### src/design/commit_macros.svh
`ifndef COMMIT_MACROS_SVH
`define COMMIT_MACROS_SVH

// instructions per issued pair
`define COMMIT_LANES 2

`define COMMIT_XLEN 32
`define COMMIT_REG_W 5

// exception entry, BEV set
`define COMMIT_EXC_VECTOR 32'hbfc0_0380

`endif

### src/design/commit_pkg.sv
`include "commit_macros.svh"

package commit_pkg;

    typedef logic [`COMMIT_XLEN-1:0] word_t;
    typedef logic [`COMMIT_REG_W-1:0] reg_idx_t;
    typedef logic [`COMMIT_XLEN/8-1:0] byte_en_t;

    // access size, 3 unused
    typedef logic [1:0] mem_size_t;

    localparam mem_size_t SIZE_BYTE = 2'd0;
    localparam mem_size_t SIZE_HALF = 2'd1;
    localparam mem_size_t SIZE_WORD = 2'd2;

    // cp0 cause codes
    typedef logic [4:0] exc_code_t;

    localparam exc_code_t EXC_INT  = 5'd0;
    localparam exc_code_t EXC_ADEL = 5'd4;
    localparam exc_code_t EXC_ADES = 5'd5;
    localparam exc_code_t EXC_SYS  = 5'd8;

    // decoded operation set reaching commit
    typedef enum logic [3:0] {
        OP_NOP,
        OP_ALU,
        OP_LB,
        OP_LBU,
        OP_LH,
        OP_LHU,
        OP_LW,
        OP_SB,
        OP_SH,
        OP_SW,
        OP_SYSCALL,
        OP_ERET
    } op_t;

    typedef enum logic {
        PAIR_EMPTY,
        PAIR_HELD
    } pair_state_t;

endpackage

### src/design/commit_latch.sv
`include "commit_macros.svh"

module commit_latch (
    input  logic                                     clk,
    input  logic                                     rst_n,
    input  logic                                     in_valid,
    input  logic                                     finish,
    input  commit_pkg::op_t      [`COMMIT_LANES-1:0] in_op,
    input  commit_pkg::word_t    [`COMMIT_LANES-1:0] in_pc,
    input  commit_pkg::word_t    [`COMMIT_LANES-1:0] in_result,
    input  commit_pkg::word_t    [`COMMIT_LANES-1:0] in_store_data,
    input  commit_pkg::reg_idx_t [`COMMIT_LANES-1:0] in_dest,
    output logic                                     stall,
    output logic                                     pair_valid,
    output commit_pkg::op_t      [`COMMIT_LANES-1:0] pair_op,
    output commit_pkg::word_t    [`COMMIT_LANES-1:0] pair_pc,
    output commit_pkg::word_t    [`COMMIT_LANES-1:0] pair_result,
    output commit_pkg::word_t    [`COMMIT_LANES-1:0] pair_store_data,
    output commit_pkg::reg_idx_t [`COMMIT_LANES-1:0] pair_dest
);

    import commit_pkg::*;

    pair_state_t state;
    logic        accept;

    assign pair_valid = (state == PAIR_HELD);

    // a held pair blocks new input until merge says it is done
    assign stall  = pair_valid & ~finish;
    assign accept = in_valid & ~stall;

    always_ff @(posedge clk) begin
        if (!rst_n) begin
            state <= PAIR_EMPTY;
        end else begin
            case (state)
                PAIR_EMPTY: begin
                    if (accept) begin
                        state <= PAIR_HELD;
                    end
                end
                PAIR_HELD: begin
                    // finish cycle may take the next pair directly
                    if (finish && !accept) begin
                        state <= PAIR_EMPTY;
                    end
                end
                default: state <= PAIR_EMPTY;
            endcase
        end
    end

    always_ff @(posedge clk) begin
        if (accept) begin
            pair_op         <= in_op;
            pair_pc         <= in_pc;
            pair_result     <= in_result;
            pair_store_data <= in_store_data;
            pair_dest       <= in_dest;
        end
    end

endmodule

### src/design/commit_lane.sv
`include "commit_macros.svh"

module commit_lane (
    input  commit_pkg::op_t       op,
    input  commit_pkg::word_t     pc,
    input  commit_pkg::word_t     result,
    input  commit_pkg::word_t     store_data,
    input  commit_pkg::reg_idx_t  dest,
    input  commit_pkg::word_t     dmem_rdata,
    output logic                  exc_hit,
    output commit_pkg::exc_code_t exc_code,
    output logic                  is_eret,
    output logic                  mem_req,
    output logic                  mem_wt,
    output commit_pkg::word_t     mem_addr,
    output commit_pkg::byte_en_t  mem_be,
    output commit_pkg::word_t     mem_wdata,
    output logic                  wb_req,
    output commit_pkg::word_t     wb_data
);

    import commit_pkg::*;

    logic      is_load;
    logic      is_store;
    logic      is_sign;
    mem_size_t size;
    logic      misaligned;
    logic [1:0] off;
    logic [7:0]  rd_byte;
    logic [15:0] rd_half;
    word_t     load_data;

    always_comb begin
        is_load  = 1'b0;
        is_store = 1'b0;
        is_sign  = 1'b0;
        size     = SIZE_WORD;
        case (op)
            OP_LB:  begin is_load = 1'b1; is_sign = 1'b1; size = SIZE_BYTE; end
            OP_LBU: begin is_load = 1'b1; size = SIZE_BYTE; end
            OP_LH:  begin is_load = 1'b1; is_sign = 1'b1; size = SIZE_HALF; end
            OP_LHU: begin is_load = 1'b1; size = SIZE_HALF; end
            OP_LW:  begin is_load = 1'b1; end
            OP_SB:  begin is_store = 1'b1; size = SIZE_BYTE; end
            OP_SH:  begin is_store = 1'b1; size = SIZE_HALF; end
            OP_SW:  begin is_store = 1'b1; end
            default: ;
        endcase
    end

    assign off = result[1:0];
    assign misaligned = ((size == SIZE_HALF) && off[0]) ||
                        ((size == SIZE_WORD) && (off != 2'b00));

    always_comb begin
        exc_hit  = 1'b0;
        exc_code = EXC_INT;
        if ((is_load || is_store) && misaligned) begin
            exc_hit  = 1'b1;
            exc_code = is_load ? EXC_ADEL : EXC_ADES;
        end else if (op == OP_SYSCALL) begin
            exc_hit  = 1'b1;
            exc_code = EXC_SYS;
        end
    end

    assign is_eret  = (op == OP_ERET);
    assign mem_req  = (is_load || is_store) && !misaligned;
    assign mem_wt   = is_store;
    assign mem_addr = {result[`COMMIT_XLEN-1:2], 2'b00};

    // little endian lanes, data copied to every slot
    always_comb begin
        case (size)
            SIZE_BYTE: begin
                mem_wdata = {4{store_data[7:0]}};
                mem_be    = 4'b0001 << off;
            end
            SIZE_HALF: begin
                mem_wdata = {2{store_data[15:0]}};
                mem_be    = off[1] ? 4'b1100 : 4'b0011;
            end
            default: begin
                mem_wdata = store_data;
                mem_be    = 4'b1111;
            end
        endcase
    end

    assign rd_byte = dmem_rdata[{off, 3'b000} +: 8];
    assign rd_half = dmem_rdata[{off[1], 4'b0000} +: 16];

    always_comb begin
        case (size)
            SIZE_BYTE: load_data = {{(`COMMIT_XLEN-8){is_sign & rd_byte[7]}}, rd_byte};
            SIZE_HALF: load_data = {{(`COMMIT_XLEN-16){is_sign & rd_half[15]}}, rd_half};
            default:   load_data = dmem_rdata;
        endcase
    end

    // r0 is hardwired, never written
    assign wb_req = ((is_load && !misaligned) || (op == OP_ALU)) && (dest != '0);

    // ops without a result put their pc on the bus, handy in waves
    assign wb_data = is_load ? load_data : ((op == OP_ALU) ? result : pc);

endmodule

### src/design/commit_merge.sv
`include "commit_macros.svh"

module commit_merge (
    input  logic                                      pair_valid,
    input  logic                                      int_pending,
    input  logic                                      dmem_data_ok,
    input  commit_pkg::word_t                         cp0_epc,
    input  commit_pkg::word_t     [`COMMIT_LANES-1:0] pair_pc,
    input  logic                  [`COMMIT_LANES-1:0] lane_exc_hit,
    input  commit_pkg::exc_code_t [`COMMIT_LANES-1:0] lane_exc_code,
    input  logic                  [`COMMIT_LANES-1:0] lane_is_eret,
    input  logic                  [`COMMIT_LANES-1:0] lane_mem_req,
    input  logic                  [`COMMIT_LANES-1:0] lane_mem_wt,
    input  commit_pkg::word_t     [`COMMIT_LANES-1:0] lane_mem_addr,
    input  commit_pkg::byte_en_t  [`COMMIT_LANES-1:0] lane_mem_be,
    input  commit_pkg::word_t     [`COMMIT_LANES-1:0] lane_mem_wdata,
    input  logic                  [`COMMIT_LANES-1:0] lane_wb_req,
    output logic                                      finish,
    output logic                                      dmem_en,
    output logic                                      dmem_wt,
    output commit_pkg::word_t                         dmem_addr,
    output commit_pkg::byte_en_t                      dmem_be,
    output commit_pkg::word_t                         dmem_wdata,
    output logic                  [`COMMIT_LANES-1:0] wb_en,
    output logic                                      exc_valid,
    output commit_pkg::exc_code_t                     exc_code,
    output commit_pkg::word_t                         exc_epc,
    output logic                                      redirect_valid,
    output commit_pkg::word_t                         redirect_pc
);

    import commit_pkg::*;

    logic [`COMMIT_LANES-1:0] live;
    logic [`COMMIT_LANES-1:0] mem_live;
    logic                     mem_sel;
    logic                     old_exc;
    logic                     young_exc;
    logic                     take_exc;
    logic                     take_eret;

    // lane 1 is older and wins every conflict
    assign old_exc   = int_pending | lane_exc_hit[1];
    assign young_exc = lane_exc_hit[0] & ~lane_is_eret[1];

    assign live[1] = ~old_exc;
    assign live[0] = ~old_exc & ~lane_is_eret[1] & ~lane_exc_hit[0];

    assign take_exc  = old_exc | young_exc;

    // eret on either surviving lane returns to epc
    assign take_eret = ~old_exc & (lane_is_eret[1] | (live[0] & lane_is_eret[0]));

    // issue sends at most one memory op per pair
    assign mem_live = live & lane_mem_req;
    assign mem_sel  = mem_live[1];

    assign dmem_en    = pair_valid & (|mem_live);
    assign dmem_wt    = dmem_en & lane_mem_wt[mem_sel];
    assign dmem_addr  = lane_mem_addr[mem_sel];
    assign dmem_be    = lane_mem_be[mem_sel];
    assign dmem_wdata = lane_mem_wdata[mem_sel];

    // memory pairs end on the data_ok pulse
    assign finish = pair_valid & (~(|mem_live) | dmem_data_ok);

    assign wb_en = {`COMMIT_LANES{finish}} & live & lane_wb_req;

    assign exc_valid = finish & take_exc;

    always_comb begin
        if (int_pending) begin
            exc_code = EXC_INT;
        end else if (lane_exc_hit[1]) begin
            exc_code = lane_exc_code[1];
        end else begin
            exc_code = lane_exc_code[0];
        end
    end

    assign exc_epc = old_exc ? pair_pc[1] : pair_pc[0];

    assign redirect_valid = finish & (take_exc | take_eret);
    assign redirect_pc    = take_exc ? `COMMIT_EXC_VECTOR : cp0_epc;

endmodule

### src/design/commit_top.sv
`include "commit_macros.svh"

module commit_top (
    input  logic                                      clk,
    input  logic                                      rst_n,
    input  logic                                      in_valid,
    input  commit_pkg::op_t       [`COMMIT_LANES-1:0] in_op,
    input  commit_pkg::word_t     [`COMMIT_LANES-1:0] in_pc,
    input  commit_pkg::word_t     [`COMMIT_LANES-1:0] in_result,
    input  commit_pkg::word_t     [`COMMIT_LANES-1:0] in_store_data,
    input  commit_pkg::reg_idx_t  [`COMMIT_LANES-1:0] in_dest,
    input  logic                                      int_pending,
    input  commit_pkg::word_t                         cp0_epc,
    output logic                                      stall,
    output logic                                      dmem_en,
    output logic                                      dmem_wt,
    output commit_pkg::word_t                         dmem_addr,
    output commit_pkg::byte_en_t                      dmem_be,
    output commit_pkg::word_t                         dmem_wdata,
    input  commit_pkg::word_t                         dmem_rdata,
    input  logic                                      dmem_data_ok,
    output logic                  [`COMMIT_LANES-1:0] wb_en,
    output commit_pkg::reg_idx_t  [`COMMIT_LANES-1:0] wb_dest,
    output commit_pkg::word_t     [`COMMIT_LANES-1:0] wb_data,
    output logic                                      exc_valid,
    output commit_pkg::exc_code_t                     exc_code,
    output commit_pkg::word_t                         exc_epc,
    output logic                                      redirect_valid,
    output commit_pkg::word_t                         redirect_pc
);

    import commit_pkg::*;

    logic                           pair_valid;
    logic                           finish;
    op_t       [`COMMIT_LANES-1:0] pair_op;
    word_t     [`COMMIT_LANES-1:0] pair_pc;
    word_t     [`COMMIT_LANES-1:0] pair_result;
    word_t     [`COMMIT_LANES-1:0] pair_store_data;
    reg_idx_t  [`COMMIT_LANES-1:0] pair_dest;

    logic      [`COMMIT_LANES-1:0] lane_exc_hit;
    exc_code_t [`COMMIT_LANES-1:0] lane_exc_code;
    logic      [`COMMIT_LANES-1:0] lane_is_eret;
    logic      [`COMMIT_LANES-1:0] lane_mem_req;
    logic      [`COMMIT_LANES-1:0] lane_mem_wt;
    word_t     [`COMMIT_LANES-1:0] lane_mem_addr;
    byte_en_t  [`COMMIT_LANES-1:0] lane_mem_be;
    word_t     [`COMMIT_LANES-1:0] lane_mem_wdata;
    logic      [`COMMIT_LANES-1:0] lane_wb_req;

    assign wb_dest = pair_dest;

    commit_latch u_latch (
        .clk             (clk),
        .rst_n           (rst_n),
        .in_valid        (in_valid),
        .finish          (finish),
        .in_op           (in_op),
        .in_pc           (in_pc),
        .in_result       (in_result),
        .in_store_data   (in_store_data),
        .in_dest         (in_dest),
        .stall           (stall),
        .pair_valid      (pair_valid),
        .pair_op         (pair_op),
        .pair_pc         (pair_pc),
        .pair_result     (pair_result),
        .pair_store_data (pair_store_data),
        .pair_dest       (pair_dest)
    );

    genvar i;
    generate
        for (i = 0; i < `COMMIT_LANES; i++) begin : g_lane
            commit_lane u_lane (
                .op         (pair_op[i]),
                .pc         (pair_pc[i]),
                .result     (pair_result[i]),
                .store_data (pair_store_data[i]),
                .dest       (pair_dest[i]),
                .dmem_rdata (dmem_rdata),
                .exc_hit    (lane_exc_hit[i]),
                .exc_code   (lane_exc_code[i]),
                .is_eret    (lane_is_eret[i]),
                .mem_req    (lane_mem_req[i]),
                .mem_wt     (lane_mem_wt[i]),
                .mem_addr   (lane_mem_addr[i]),
                .mem_be     (lane_mem_be[i]),
                .mem_wdata  (lane_mem_wdata[i]),
                .wb_req     (lane_wb_req[i]),
                .wb_data    (wb_data[i])
            );
        end
    endgenerate

    commit_merge u_merge (
        .pair_valid     (pair_valid),
        .int_pending    (int_pending),
        .dmem_data_ok   (dmem_data_ok),
        .cp0_epc        (cp0_epc),
        .pair_pc        (pair_pc),
        .lane_exc_hit   (lane_exc_hit),
        .lane_exc_code  (lane_exc_code),
        .lane_is_eret   (lane_is_eret),
        .lane_mem_req   (lane_mem_req),
        .lane_mem_wt    (lane_mem_wt),
        .lane_mem_addr  (lane_mem_addr),
        .lane_mem_be    (lane_mem_be),
        .lane_mem_wdata (lane_mem_wdata),
        .lane_wb_req    (lane_wb_req),
        .finish         (finish),
        .dmem_en        (dmem_en),
        .dmem_wt        (dmem_wt),
        .dmem_addr      (dmem_addr),
        .dmem_be        (dmem_be),
        .dmem_wdata     (dmem_wdata),
        .wb_en          (wb_en),
        .exc_valid      (exc_valid),
        .exc_code       (exc_code),
        .exc_epc        (exc_epc),
        .redirect_valid (redirect_valid),
        .redirect_pc    (redirect_pc)
    );

endmodule

### config.mk
export PLATFORM = sky130hd
export DESIGN_NAME = commit_top
export DESIGN_NICKNAME = d
export VERILOG_FILES = /design/src/design/commit_pkg.sv /design/src/design/commit_latch.sv /design/src/design/commit_lane.sv /design/src/design/commit_merge.sv /design/src/design/commit_top.sv
export VERILOG_INCLUDE_DIRS = /design/src /design/src/design
export SDC_FILE = /design/constraint.sdc
export NUM_CORES = 1
export LEC_CHECK = 0
export BUFFER_PORTS_ARGS = -buffer_cell sky130_fd_sc_hd__buf_2
export CAP_MARGIN = 30
export CORE_AREA = 2 2 193 195
export DETAILED_ROUTE_END_ITERATION = 7
export DIE_AREA = 0 0 195 197
export GPL_TIMING_DRIVEN = 0
export PLACE_DENSITY = 0.59
export SYNTH_ARGS = -nofsm -noshare
export SYNTH_HDL_FRONTEND = slang
export SYNTH_SLANG_ARGS = --single-unit
export TNS_END_PERCENT = 20
### constraint.sdc
create_clock -name clk -period 8.2 [get_ports clk]
set_input_delay 0 -clock clk [delete_from_list [all_inputs] [get_ports clk]]
set_output_delay 0 -clock clk [all_outputs]
set_load 0.005 [all_outputs]
* After elaboration in Yosys (flattened, before gate mapping)
Index checks and enable logic that the tools add are counted.
Widths: inputs -> output; s select.
** Operators by class
- Magnitude comparators :: 1
- Eq/ne operators :: 26
- Shifts and indexed selects :: 6
- Mux-type cells :: 45
- Bitwise operators :: 31
- Reductions and logical operators :: 39
** Operator list (count)
- $mux 32 :: 10
- $pmux 32 s2 :: 4
- $shiftx 32x6->16 :: 2
- $shiftx 32x6->8 :: 2
- $eq 4x3->1 const B :: 8
- $eq 4x4->1 const B :: 8
- $mux 4 :: 6
- $mux 5 :: 4
- $reduce_or 3->1 :: 6
- $and 1x1->1 :: 16
- $eq 4x2->1 const B :: 4
- $mux 1 :: 16
- $pmux 4 s2 :: 2
- $logic_and 1x1->1 :: 13
- $reduce_bool 5->1 :: 2
- $reduce_or 5->1 :: 2
- $eq 4x1->1 const B :: 2
- $pmux 2 s2 :: 2
- $shl 1x2->4 const A :: 2
- $not 1->1 :: 7
- $and 2x2->2 :: 3
- $logic_or 1x1->1 :: 6
- $reduce_or 2->1 :: 3
- $or 1x1->1 :: 5
- other kinds (7) :: 13
** Word-level totals
- Register bits :: 211
- Input bits :: 279
- Output and inout port bits :: 218
- Word-level logic and storage cells :: 159

* Logic depth before layout (Yosys ltp)
Gate-level depths: netlist of the first run.
- Word-level depth :: 25
- Gate-level depth with buffers :: 8
- Mapped depth without buffers :: 5

* Modules after synthesis
From an unflattened synthesis of the first run, not the netlist that was laid out.
** Unflattened totals
- Cell total of the unflattened synthesis :: 1029
- Area, all modules :: 12456.9 µm²
** Modules (own cells, without submodules)
- commit_latch :: times used 1, cells an instance 214, area each 6353.6 µm², seq. area each 6326.1 µm²
- commit_lane :: times used 2, cells an instance 316, area each 2175.8 µm², seq. area each 0.0 µm²
- commit_merge :: times used 1, cells an instance 183, area each 1751.7 µm², seq. area each 0.0 µm²

* Least setup slack after synthesis of the first run
Ideal clock, no wire load.
- Path kind :: reg-to-reg
- Start point :: register u_latch.pair_op[1] (netlist bit)
- End point :: register u_latch.pair_dest[0] (netlist bit), enable pin
- Setup time :: 0.611 ns
- Arrival time :: 6.491 ns
- Required time :: 7.589 ns
- Slack :: 1.098 ns
- Stages on the path, launching flop included :: 6
- Buffers on the path :: 0
- Clock period less this slack :: 7.102 ns
- Path through :: edfxtp_1 > or3b_1 > o32ai_2 > or3_1 > o21a_1 > o31a_1
** Between the ends
- Word-level cells in the longest chain between the ends :: 19
- Elaborated cells between the ends (all ways) :: 38
- Classes of those cells :: eq/ne (11); mux (5); bitwise (10); reduce/logical (12)
** Ends and longest elaborated chain
- from (decl) :: line commit_latch.sv:15 : output commit_pkg::op_t [`COMMIT_LANES-1:0] pair_op,
- from (signal assigned) :: line commit_latch.sv:56 : pair_op <= in_op;
- $eq 4x3->1, or another cell as far along :: line commit_lane.sv:39 : case (op)
- $reduce_or 3->1 (no source line)
- $pmux 2 s2 :: line commit_lane.sv:39
- $eq 2x1->1 or $eq 2x2->1 (tied branches) :: line commit_lane.sv:53, commit_lane.sv:54
- $logic_and 1x1->1, on equally long branches :: line commit_lane.sv:53, commit_lane.sv:54
- $logic_or 1x1->1 :: line commit_lane.sv:53 : assign misaligned = ((size == SIZE_HALF) && off[0]) ||
- $logic_and 1x1->1 :: line commit_lane.sv:59 : if ((is_load || is_store) && misaligned) begin
- $mux 1 :: line commit_lane.sv:59
- [4 not listed]
- $not 1->1 (*) :: line commit_merge.sv:65 : assign finish = pair_valid & (~(|mem_live) | dmem_data_ok);
- $or 1x1->1 (*) :: line commit_merge.sv:65
- $and 1x1->1 (*) :: line commit_merge.sv:65
- $not 1->1 (*) :: line commit_latch.sv:30 : assign stall = pair_valid & ~finish;
- $and 1x1->1 (*) :: line commit_latch.sv:30
- $not 1->1 (*) :: line commit_latch.sv:31 : assign accept = in_valid & ~stall;
- $and 1x1->1 (*) :: line commit_latch.sv:31
- named net u_latch.accept :: line commit_latch.sv:25 : logic accept;
- to (signal assigned) :: line commit_latch.sv:60 : pair_dest <= in_dest;
- to (decl) :: line commit_latch.sv:19 : output commit_pkg::reg_idx_t [`COMMIT_LANES-1:0] pair_dest
The timed path passes the listed nets; every way through them passes the cells marked *.
A chain may end at the register's enable or synchronous reset.

==> impl_metrics.json, run 1 <==
{
  "rsz0062_at_grt": "false",
  "cts-hold-fix-buffers": 214,
  "antenna_found_initial": 11,
  "post_cts_resized": 0,
  "dp_hpwl_um": 38400,
  "cap_violations": 0,
  "synthSimpleGateAreaFrac_pct": 9.961,
  "die-height_um": 197,
  "yosysTopAreaCell": "edfxtp_1",
  "crit_family": "buffers and inverters",
  "clock_path_buffers": 3,
  "synth_area_mm2": 0.01133,
  "worst_slew_pin_slew_ns": 0.8627,
  "place_area_mm2": 0.01455,
  "cellPowerDensity_mw_per_mm2": 174.0,
  "finalCritPeriodShare_pct": 40.69,
  "ys_async_sr_fraction_pct": 0,
  "post-route-util_pct": 48.19,
  "yosys-mux-area-fraction_pct": 17.74,
  "htree_levels": 1,
  "postCtsSetupBuffers": 0,
  "dp_cells": 1858,
  "first_iter_violations": 879,
  "ir_worst_vdd_mv": 0.1743,
  "hold_path.class": "input port to flop",
  "maxSlewHeadroom_pct": 42.23,
  "synth-main-ff-cell": "edfxtp_1",
  "fin_worst_skew_ns": 0.02394,
  "cp_num_buf_inv": 4,
  "dieWidth_um": 195,
  "synth_xor_area_share_pct": 0,
  "vias_per_cell": 5.251,
  "synth-edff-count": 210,
  "switching_share_pct": 27.90,
  "vias": 11170,
  "cts_sinks": 211,
  "synthCells": 888,
  "first_global_vias": 11430,
  "period_needed_ns": 3.336,
  "hold_viol": 0,
  "fin_nets": 1911,
  "crit_required_ns": 8.20,
  "final-seq-area_mm2": 0.006326,
  "rows": 70,
  "io_pins": 497,
  "clk_pin_slew_worst_paths_ns": 0.06,
  "routedWlPerCell_um": 24.53,
  "cp_slowest_cell": "nor2_1",
  "comb_power_share_pct": 22.7,
  "cpPeakStageDelay_ns": 0.65,
  "fin_cells": 2127,
  "nFillCells": 3262,
  "synth_adder_area_share_pct": 0,
  "finalPower_uw": 3041,
  "cts_buffers": 26,
  "synthToLayoutAreaGrowth_pct": 54.24,
  "synth-compound-area-share_pct": 12.59,
  "avgSynthCellArea_um2": 12.76,
  "ys_ff_latch": 211,
  "synth_area_leaders": "edfxtp_1 56%, mux2i_1 6.8%, nand2_1 4.4%",
  "endpoint_kind": "primary output",
  "slew_violations": 0,
  "p_leak_uw": 0.007259,
  "ys_warn_count": 0,
  "final_area_mm2": 0.01747,
  "cp-start-kind": "flop",
  "path_class": "flop to primary output",
  "route.detailed.drc": 0,
  "clock_insertion_delay_worst_skew_ns": 0.55,
  "netlist.area_leader.share_pct": 55.66,
  "path_common_cell": "buf_2",
  "p_int_uw": 2193,
  "start_util_pct": 31.25,
  "arrival_ns": 3.34,
  "wirelength_um": 52170,
  "die_area_mm2": 0.03842,
  "drive_gt1_share_pct": 39.41,
  "port_buffers": 491,
  "crit_fanout": 10,
  "cts_tree": "yes",
  "yosysSeqAreaShare_pct": 55.84,
  "routabilityCongestion": 0.8702,
  "core-area_mm2": 0.03626,
  "switchingPower_uw": 848.4,
  "overflow": 0,
  "seqPwrFrac_pct": 42.7,
  "multi_input_area_mm2": 0.004581,
  "fmax_mhz": 299.7,
  "synth_cell_type_count": 62,
  "grt_use_total_pct": 26.05,
  "dr.pass1.iters": 5,
  "crit_chain": "buf_2 > buf_2 > mux2i_1 > nor3_1 > nor2_1 > buf_2 > a32oi_1 > buf_2",
  "p_clk_share_pct": 34.6,
  "drtAntennaViolNets": 0,
  "grt_first_pass_wirelength_um": 73110,
  "grt_max_degree": 39,
  "synth_top_family_by_area": "multiplexers",
  "status": "finished, final reports clean",
  "cts_root_buf": "clkbuf_16",
  "setup_viol": 0
}
-- worst paths after layout --
check	slack, ns	end	startpoint	cells past startpoint
setup / recovery	4.86	wb_data[55]	u_latch.pair_result[32]$_DFFE_PP_	8
hold / removal	0.15	u_latch.pair_pc[22]$_DFFE_PP_	in_pc[22]	2
setup reg to reg	5.03	u_latch.pair_store_data[58]$_DFFE_PP_	u_latch.pair_op[1]$_DFFE_PP_	8
hold reg to reg	1.00	u_latch.pair_op[7]$_DFFE_PP_	u_latch.pair_valid$_SDFF_PN0_	2
-- Yosys cell counts (all sizes together) (2+ instances only) --
| master | instances |
|---|---|
| or3b | 4 |
| buf | 55 |
| mux2i | 77 |
| nand2b | 23 |
| nor2 | 19 |
| o31ai | 3 |
| o32a | 2 |
| o21a | 4 |
| mux2 | 80 |
| a221oi | 2 |
| o22ai | 2 |
| nand3b | 3 |
| or4 | 3 |
| a21oi | 35 |
| inv | 9 |
| nand2 | 133 |
| nand3 | 12 |
| o211ai | 2 |
| clkbuf | 19 |
| nor2b | 4 |
| a22o | 7 |
| a211oi | 4 |
| a32oi | 48 |
| a222oi | 16 |
| edfxtp | 210 |
| o2111ai | 2 |
| and2 | 23 |
| nor4 | 2 |
| nor3 | 5 |
| o21bai | 3 |
| o21ai | 19 |
| mux4 | 15 |
| a31oi | 3 |
| a2bb2oi | 2 |
| a22oi | 24 |
-- through the flow --
step	setup WS (ns)	hold WS, ns	setup TNS (ns)
after global placement	-1.621	0.1774	-335.51
after global routing	4.613	0.1495	0
after detailed placement	5.029	0.1781	0
after floorplan	1.098	0.03646	0
after CTS	4.744	0.1362	0
final	4.864	0.1543	0
-- cells by family (layout without fill, tap and decap cells) --
family                 Yosys count  in the layout
DFF                            211            211
other                            1             11
AOI/OAI and AO/OA              186            186
and+or+nand+nor                235            235
muxes                          172            172
buffers and inverters           83            844
-- registers in the layout, summed over array words and instances, names as in the netlist --
| name | flops |
|---|---|
| u_latch.pair_op | 8 |
| u_latch.pair_valid | 1 |
| u_latch.pair_pc | 64 |
| u_latch.pair_result | 64 |
| u_latch.pair_dest | 10 |
| u_latch.pair_store_data | 64 |
-- layout make-up --
type / count / share of cell area (%)
flip-flops and latches: 211 / 36.20
well taps: 468 / 3.351
clock buffers: 36 / 4.060
multi-input cells: 597 / 26.21
clock inverters: 12 / 0.3294
plain buffers: 74 / 2.298
repair buffers: 713 / 27.25
inverters: 9 / 0.1933
diodes: 7 / 0.1002
-- power groups by stage --
stage | combinational, uW | sequential [uW] | clock [uW]
2_1_floorplan | 284 | 1320 | 0
3_3_place_gp | 586 | 1330 | 0
3_5_place_dp | 602 | 1320 | 0
4_1_cts | 686 | 1300 | 1080
5_1_grt | 736 | 1300 | 1120
6_report | 690 | 1300 | 1050
-- cells in the final DEF (no fill, tap or decap), drive strengths merged, types with 5 or more instances in the layout --
master,netlist,routed
a21oi,35,35
a222oi,16,16
a22o,7,7
a22oi,24,24
a32oi,48,48
and2,23,23
buf,55,554
clkbuf,19,55
clkinv,0,12
diode,0,7
dlygate4sd3,0,214
edfxtp,210,210
inv,9,9
mux2,80,80
mux2i,77,77
mux4,15,15
nand2,133,133
nand2b,23,23
nand3,12,12
nor2,19,19
nor3,5,5
o21ai,19,19
-- per-layer routing --
metal | routed length [um] | vias to the layer above | track usage [%] | share of wire [%]
met5 | 45 | - | 0 | 0.086
met4 | 1924 | 6 | 9.924 | 3.7
met3 | 4584 | 115 | 6.314 | 8.8
met2 | 26020 | 684 | 46.36 | 50
met1 | 19600 | 5383 | 30.35 | 38
li1 | - | 4981 | - | -
-- worst register-to-register path, cell delays in order (launching register included) --
cell and delay (ns):
edfxtp_1 0.43, inv_1 0.14, nor3b_2 0.74, a211oi_1 0.25, o21a_1 0.31, o31a_2 0.40
buf_12 0.21, buf_16 0.20, buf_12 0.20
(Power assumes the default switching activity.)
==> run 2: changes to the inputs <==
--- a/config.mk
+++ b/config.mk
@@ -8,11 +8,11 @@
 export LEC_CHECK = 0
 export BUFFER_PORTS_ARGS = -buffer_cell sky130_fd_sc_hd__buf_2
 export CAP_MARGIN = 30
-export CORE_AREA = 2 2 193 195
+export CORE_AREA = 2 2 195 197
 export DETAILED_ROUTE_END_ITERATION = 7
-export DIE_AREA = 0 0 195 197
+export DIE_AREA = 0 0 197 199
 export GPL_TIMING_DRIVEN = 0
-export PLACE_DENSITY = 0.59
+export PLACE_DENSITY = 0.6
 export SYNTH_ARGS = -nofsm -noshare
 export SYNTH_HDL_FRONTEND = slang
 export SYNTH_SLANG_ARGS = --single-unit
==> constraint.sdc (replaced) <==
create_clock -name clk -period 2.99 [get_ports clk]
set_input_delay 0 -clock clk [delete_from_list [all_inputs] [get_ports clk]]
set_output_delay 0 -clock clk [all_outputs]
set_load 0.005 [all_outputs]
==> run 2 against run 1 <==
Hold slack worse by 0.057 ns. Worst setup slack worse by 4.8 ns. Utilization is 0.75 points lower. Sequential power grew to 2.7 times the previous value. Non-clock buffer count stayed put. Register-to-register slack worse by 4.9 ns. Design area is 0.81% higher. Combinational power grew to 2.8 times the previous value. Critical endpoint is now wb_data[33]. Largest power group unchanged.
==> impl_metrics.json, run 2 (synthesis results as in run 1) <==
{
  "dr.pass1.iters": 8,
  "cts_sinks": 211,
  "clock_path_buffers": 3,
  "path_class": "flop to primary output",
  "rsz0062_at_grt": "true",
  "finalCritPeriodShare_pct": 98.47,
  "cap_violations": 0,
  "dieWidth_um": 197,
  "cp-start-kind": "flop",
  "hold_path.class": "input port to flop",
  "cp.depth": 8,
  "reg2reg_from": "u_latch.pair_result[1]$_DFFE_PP_",
  "ff2ff_setup_slack_ns": 0.09,
  "p_leak_uw": 0.007329,
  "core-area_mm2": 0.03713,
  "period_needed_ns": 2.944,
  "synthToLayoutAreaGrowth_pct": 55.48,
  "path_common_cell": "buf_2",
  "crit_fanout": 10,
  "holdPathStages": 2,
  "cellPowerDensity_mw_per_mm2": 480.5,
  "finalPower_uw": 8465,
  "route.detailed.drc": 0,
  "overflow": 0,
  "drive_gt1_share_pct": 40.96,
  "worst_slew_pin_slew_ns": 0.7077,
  "maxSlewHeadroom_pct": 52.82,
  "min_from": "in_valid",
  "rr_worst_depth": 7,
  "crit_chain": "buf_2 > or3b_1 > a21oi_2 > buf_4 > a22o_1 > a21oi_1 > mux2i_1 > buf_2",
  "routedWlPerCell_um": 24.85,
  "crit_family": "buffers and inverters",
  "reg.largest.list": "u_latch.pair_pc x64, u_latch.pair_result x64, u_latch.pair_store_data x64",
  "first_iter_violations": 693,
  "routabilityCongestion": 0.9009,
  "vias": 11220,
  "wirelength_um": 53050,
  "port_buffers": 491,
  "post-route-util_pct": 47.44,
  "hold_viol": 0,
  "fin_nets": 1913,
  "cts_tree": "yes",
  "crit_required_ns": 2.99,
  "fin_worst_skew_ns": 0.008923,
  "setup_viol": 0,
  "grt_first_pass_wirelength_um": 73280,
  "cts_root_buf": "clkbuf_16",
  "ir_worst_vdd_mv": 0.4731,
  "vias_per_cell": 5.255,
  "arrival_ns": 2.94,
  "grt_use_total_pct": 25.94,
  "antenna_found_initial": 9,
  "dp_hpwl_um": 38230,
  "rows": 71,
  "die-height_um": 199,
  "nFillCells": 3410,
  "r2r_end": "u_latch.pair_result[28]$_DFFE_PP_",
  "cts_buffers": 26,
  "first_global_vias": 11400,
  "min_to": "u_latch.pair_result[53]$_DFFE_PP_",
  "cpPeakStageDelay_ns": 0.47,
  "layout_common_cells": "516 x buf_2, 213 x dlygate4sd3_1, 210 x edfxtp_1",
  "die_area_mm2": 0.03920,
  "drtAntennaViolNets": 0,
  "io_pins": 497,
  "grt_max_degree": 119,
  "slew_violations": 0,
  "clk_pin_slew_worst_paths_ns": 0.06,
  "clock_insertion_delay_worst_skew_ns": 0.54,
  "start_util_pct": 30.51,
  "status": "finished, final reports clean",
  "cp_slowest_cell": "or3b_1",
  "cp_num_buf_inv": 3,
  "endpoint_kind": "primary output",
  "fmax_mhz": 339.6,
  "htree_levels": 1,
  "final_common_cell": "buf_2"
}
[run 2: worst max-delay path by stage]
stage / startpoint / end
global route: u_latch.pair_op[1]$_DFFE_PP_ / wb_data[6]
CTS: u_latch.pair_op[1]$_DFFE_PP_ / wb_data[6]
finish: u_latch.pair_op[4]$_DFFE_PP_ / wb_data[33]
global placement: u_latch.pair_result[0]$_DFFE_PP_ / u_latch.pair_pc[29]$_DFFE_PP_
detailed placement: u_latch.pair_op[1]$_DFFE_PP_ / u_latch.pair_result[28]$_DFFE_PP_
floorplan: u_latch.pair_op[2]$_DFFE_PP_ / u_latch.pair_dest[0]$_DFFE_PP_
[run 2: worst register-to-register path: stages, from the launching register on]
cell and delay [ns]:
edfxtp_1 0.46, buf_4 0.23, a21oi_2 0.19, o32ai_4 0.15, or3_1 0.41, o21a_2 0.32, o31a_4 0.33, buf_16 0.22
[run 2: metal layers]
layer	global-route usage [%]	wire length (um)	part of all wire, %
met5	0	22	0.041
met4	14.54	3099	5.8
met3	6.646	4726	8.9
met2	43.96	25230	48
met1	29.96	19970	38
[run 2: cell type report]
type	instances	area [um2]	area share [%]
flip-flops and latches	211	6326	35.91
clock inverters	16	103.9	0.5895
multi-input cells	599	4701	26.69
clock buffers	31	690.7	3.921
plain buffers	74	457.9	2.600
well taps	474	593.1	3.367
repair buffers	713	4690	26.62
inverters	9	33.78	0.1918
diodes	8	20.02	0.1136
[run 2: what timing repair did]
action / CTS / global route
endpoints found under the hold margin: 211 / 0
buffers inserted: 1 / 5
cloned: 2 / 0
setup endpoints to repair: 282 / 130
gates resized for setup: 24 / 18
pin swaps: 2 / 5
hold buffers: 213 / 0
[run 2: power by group]
part / total [uW] / internal (uW) / switching (uW)
clock: 2970 / 1720 / 1250
combinational: 1930 / 913 / 1020
sequential: 3560 / 3460 / 94.9
[run 2: metrics by stage]
stage	TNS (ns)	std cells	hold slack, ns	cell area (um2)	setup slack [ns]
2_1_floorplan	-57.60	891	0.03646	11360	-0.2743
6_report	0	2135	0.09727	17620	0.04571
3_5_place_dp	-54.91	1860	0.1781	14500	-0.5268
3_3_place_gp	-275.88	1856	0.1769	14410	-1.334
4_1_cts	-0.02597	2122	0.07624	17500	-0.02597
5_1_grt	-0.1030	2134	0.09533	17610	-0.04737
==> run 3: changes to the inputs <==
--- a/config.mk
+++ b/config.mk
@@ -13,6 +13,8 @@
 export DIE_AREA = 0 0 197 199
 export GPL_TIMING_DRIVEN = 0
 export PLACE_DENSITY = 0.6
+export RECOVER_POWER = 100
+export REMOVE_ABC_BUFFERS = 1
 export SYNTH_ARGS = -nofsm -noshare
 export SYNTH_HDL_FRONTEND = slang
 export SYNTH_SLANG_ARGS = --single-unit
==> run 3 against run 2 <==
Hold slack worse by 0.056 ns. Routed wire length shrank 1.6%. Worst setup slack worse by 0.036 ns. Critical path depth is 1 higher. Via count increased by 1.3%. Non-clock buffer count is 14 higher. Clock skew grew 0.012 ns. Design area grew 4.5%. Final cell count grew 0.19%. Sequential cell count is the same.
==> impl_metrics.json, run 3 (synthesis results as in run 1) <==
{
  "dieWidth_um": 197,
  "cellPowerDensity_mw_per_mm2": 462.8,
  "fmax_mhz": 335.5,
  "vias_per_cell": 5.311,
  "vias": 11360,
  "routabilityCongestion": 0.8282,
  "dp_hpwl_um": 34860,
  "dr.pass1.iters": 5,
  "cts_tree": "yes",
  "worst_slew_pin_slew_ns": 0.8441,
  "cts_sinks": 211,
  "core-area_mm2": 0.03713,
  "ir_worst_vdd_mv": 0.4545,
  "path_class": "flop to flop",
  "p_leak_uw": 0.007659,
  "overflow": 0,
  "drtAntennaViolNets": 0,
  "synthToLayoutAreaGrowth_pct": 62.50,
  "fin_ws_ns": 0.009485,
  "clk_pin_slew_worst_paths_ns": 0.07,
  "start_util_pct": 30.51,
  "grt_max_degree": 42,
  "maxSlewHeadroom_pct": 43.51,
  "rsz0062_at_grt": "true",
  "final_common_cell": "buf_2",
  "cts_buffers": 25,
  "switchingPower_uw": 2397,
  "cts_root_buf": "clkbuf_16",
  "clock_insertion_delay_worst_skew_ns": 0.56,
  "p_int_uw": 6123,
  "final-seq-area_mm2": 0.006326,
  "finalPower_uw": 8520,
  "slew_violations": 0,
  "first_global_vias": 11600,
  "seqPwrFrac_pct": 41.8,
  "reg2reg_from": "u_latch.pair_result[0]$_DFFE_PP_",
  "drive_gt1_share_pct": 42.07,
  "die-height_um": 199,
  "port_buffers": 492,
  "setup_viol": 0,
  "io_pins": 497,
  "crit_required_ns": 3.29,
  "cp-start-kind": "flop",
  "cap_violations": 0,
  "first_iter_violations": 804,
  "hold_path.class": "input port to flop",
  "grt_first_pass_wirelength_um": 72940,
  "status": "finished, final reports clean",
  "hold_viol": 0,
  "grt_use_total_pct": 25.21,
  "fin_nets": 1925,
  "wirelength_um": 52210,
  "comb_power_share_pct": 24.4,
  "antenna_found_initial": 4,
  "clock_path_buffers": 3,
  "hold_ws_ns": 0.04130,
  "fin_worst_skew_ns": 0.02120,
  "layout_common_cells": "474 x buf_2, 213 x dlygate4sd3_1, 210 x edfxtp_1",
  "switching_share_pct": 28.13,
  "htree_levels": 1,
  "min_from": "in_valid",
  "nFillCells": 3223,
  "crit_fanout": 16,
  "finalSetupTns_ns": 0,
  "arrival_ns": 3.28,
  "pre_cts_ws_ns": -0.8954,
  "route.detailed.drc": 0,
  "p_clk_share_pct": 33.8,
  "rows": 71,
  "endpoint_kind": "flop",
  "multi_input_area_mm2": 0.004810,
  "period_needed_ns": 2.981,
  "finalCritPeriodShare_pct": 99.68,
  "reg.largest.list": "u_latch.pair_pc x64, u_latch.pair_result x64, u_latch.pair_store_data x64",
  "startpoint": "u_latch.pair_result[0]$_DFFE_PP_",
  "die_area_mm2": 0.03920,
  "routedWlPerCell_um": 24.41
}
==> run 3: cell count changes in the layout (fill, tap and decap cells not counted), moves of 7 or more <==
cell and change:
buf_2 -42, buf_4 +34, buf_16 +12, buf_12 +8, buf_8 +8, diode_2 -7
mux2_4 +7
==> run 3: area by class of cell <==
cell class              count  share of cell area [%]
inverters                   9                  0.1835
repair buffers            801                   32.01
flip-flops and latches    211                   34.36
well taps                 474                   3.221
clock inverters            17                  0.6253
multi-input cells         598                   26.12
diodes                      1                 0.01359
clock buffers              28                   3.459
==> run 3: worst paths after layout <==
| check | to | slack, ns | cells after the start |
|---|---|---|---|
| setup reg to reg | u_latch.pair_result[44]$_DFFE_PP_ | 0.009 | 9 |
| hold reg to reg | u_latch.pair_store_data[28]$_DFFE_PP_ | 0.98 | 3 |
| setup / recovery | u_latch.pair_result[44]$_DFFE_PP_ | 0.009 | 9 |
| hold / removal | u_latch.pair_store_data[28]$_DFFE_PP_ | 0.04 | 3 |
==> run 3: through the flow <==
step                instance area, um2  util [%]  std cells
finish                           18410     49.58       2139
global placement                 13990     37.69       1783
floorplan                        10940         -        817
global route                     18410     49.58       2139
detailed placement               14710     39.62       1817
CTS                              18220     49.08       2123
==> run 3: power by group through the flow <==
| stage | logic [uW] | registers [uW] | clock network, uW |
|---|---|---|---|
| 4_1_cts | 2010 | 3560 | 2950 |
| 3_3_place_gp | 1500 | 3700 | 0 |
| 6_report | 2080 | 3560 | 2880 |
| 5_1_grt | 2200 | 3580 | 3060 |
| 2_1_floorplan | 705 | 3640 | 0 |
| 3_5_place_dp | 1630 | 3640 | 0 |
==> run 3: timing repair <==
| action | in CTS | in global routing |
|---|---|---|
| resized for setup | 24 | 15 |
| endpoints found under the setup margin | 410 | 139 |
| buffers inserted | 43 | 13 |
| hold buffers | 213 | 0 |
| gates cloned | 5 | 2 |
| hold endpoints to repair | 211 | 0 |
| pin swaps | 7 | 6 |
==> run 3: per-layer routing <==
layer	global-route usage, %	up-vias	wire length (um)	part of all wire (%)
met5	0	-	21	0.040
met4	9.078	4	1605	3.1
met3	5.663	100	4219	8.1
met2	43.63	650	25960	50
met1	30.86	5606	20410	39
li1	-	5000	-	-
==> run 3: critical path, cell delays in order, from the launching register on <==
cell and delay, ns:
edfxtp_1 0.57, a21oi_4 0.22, o32ai_4 0.13, or3_4 0.39
o21a_2 0.24, o31a_4 0.38, buf_12 0.17, buf_16 0.17
buf_16 0.15, bufbuf_16 0.29
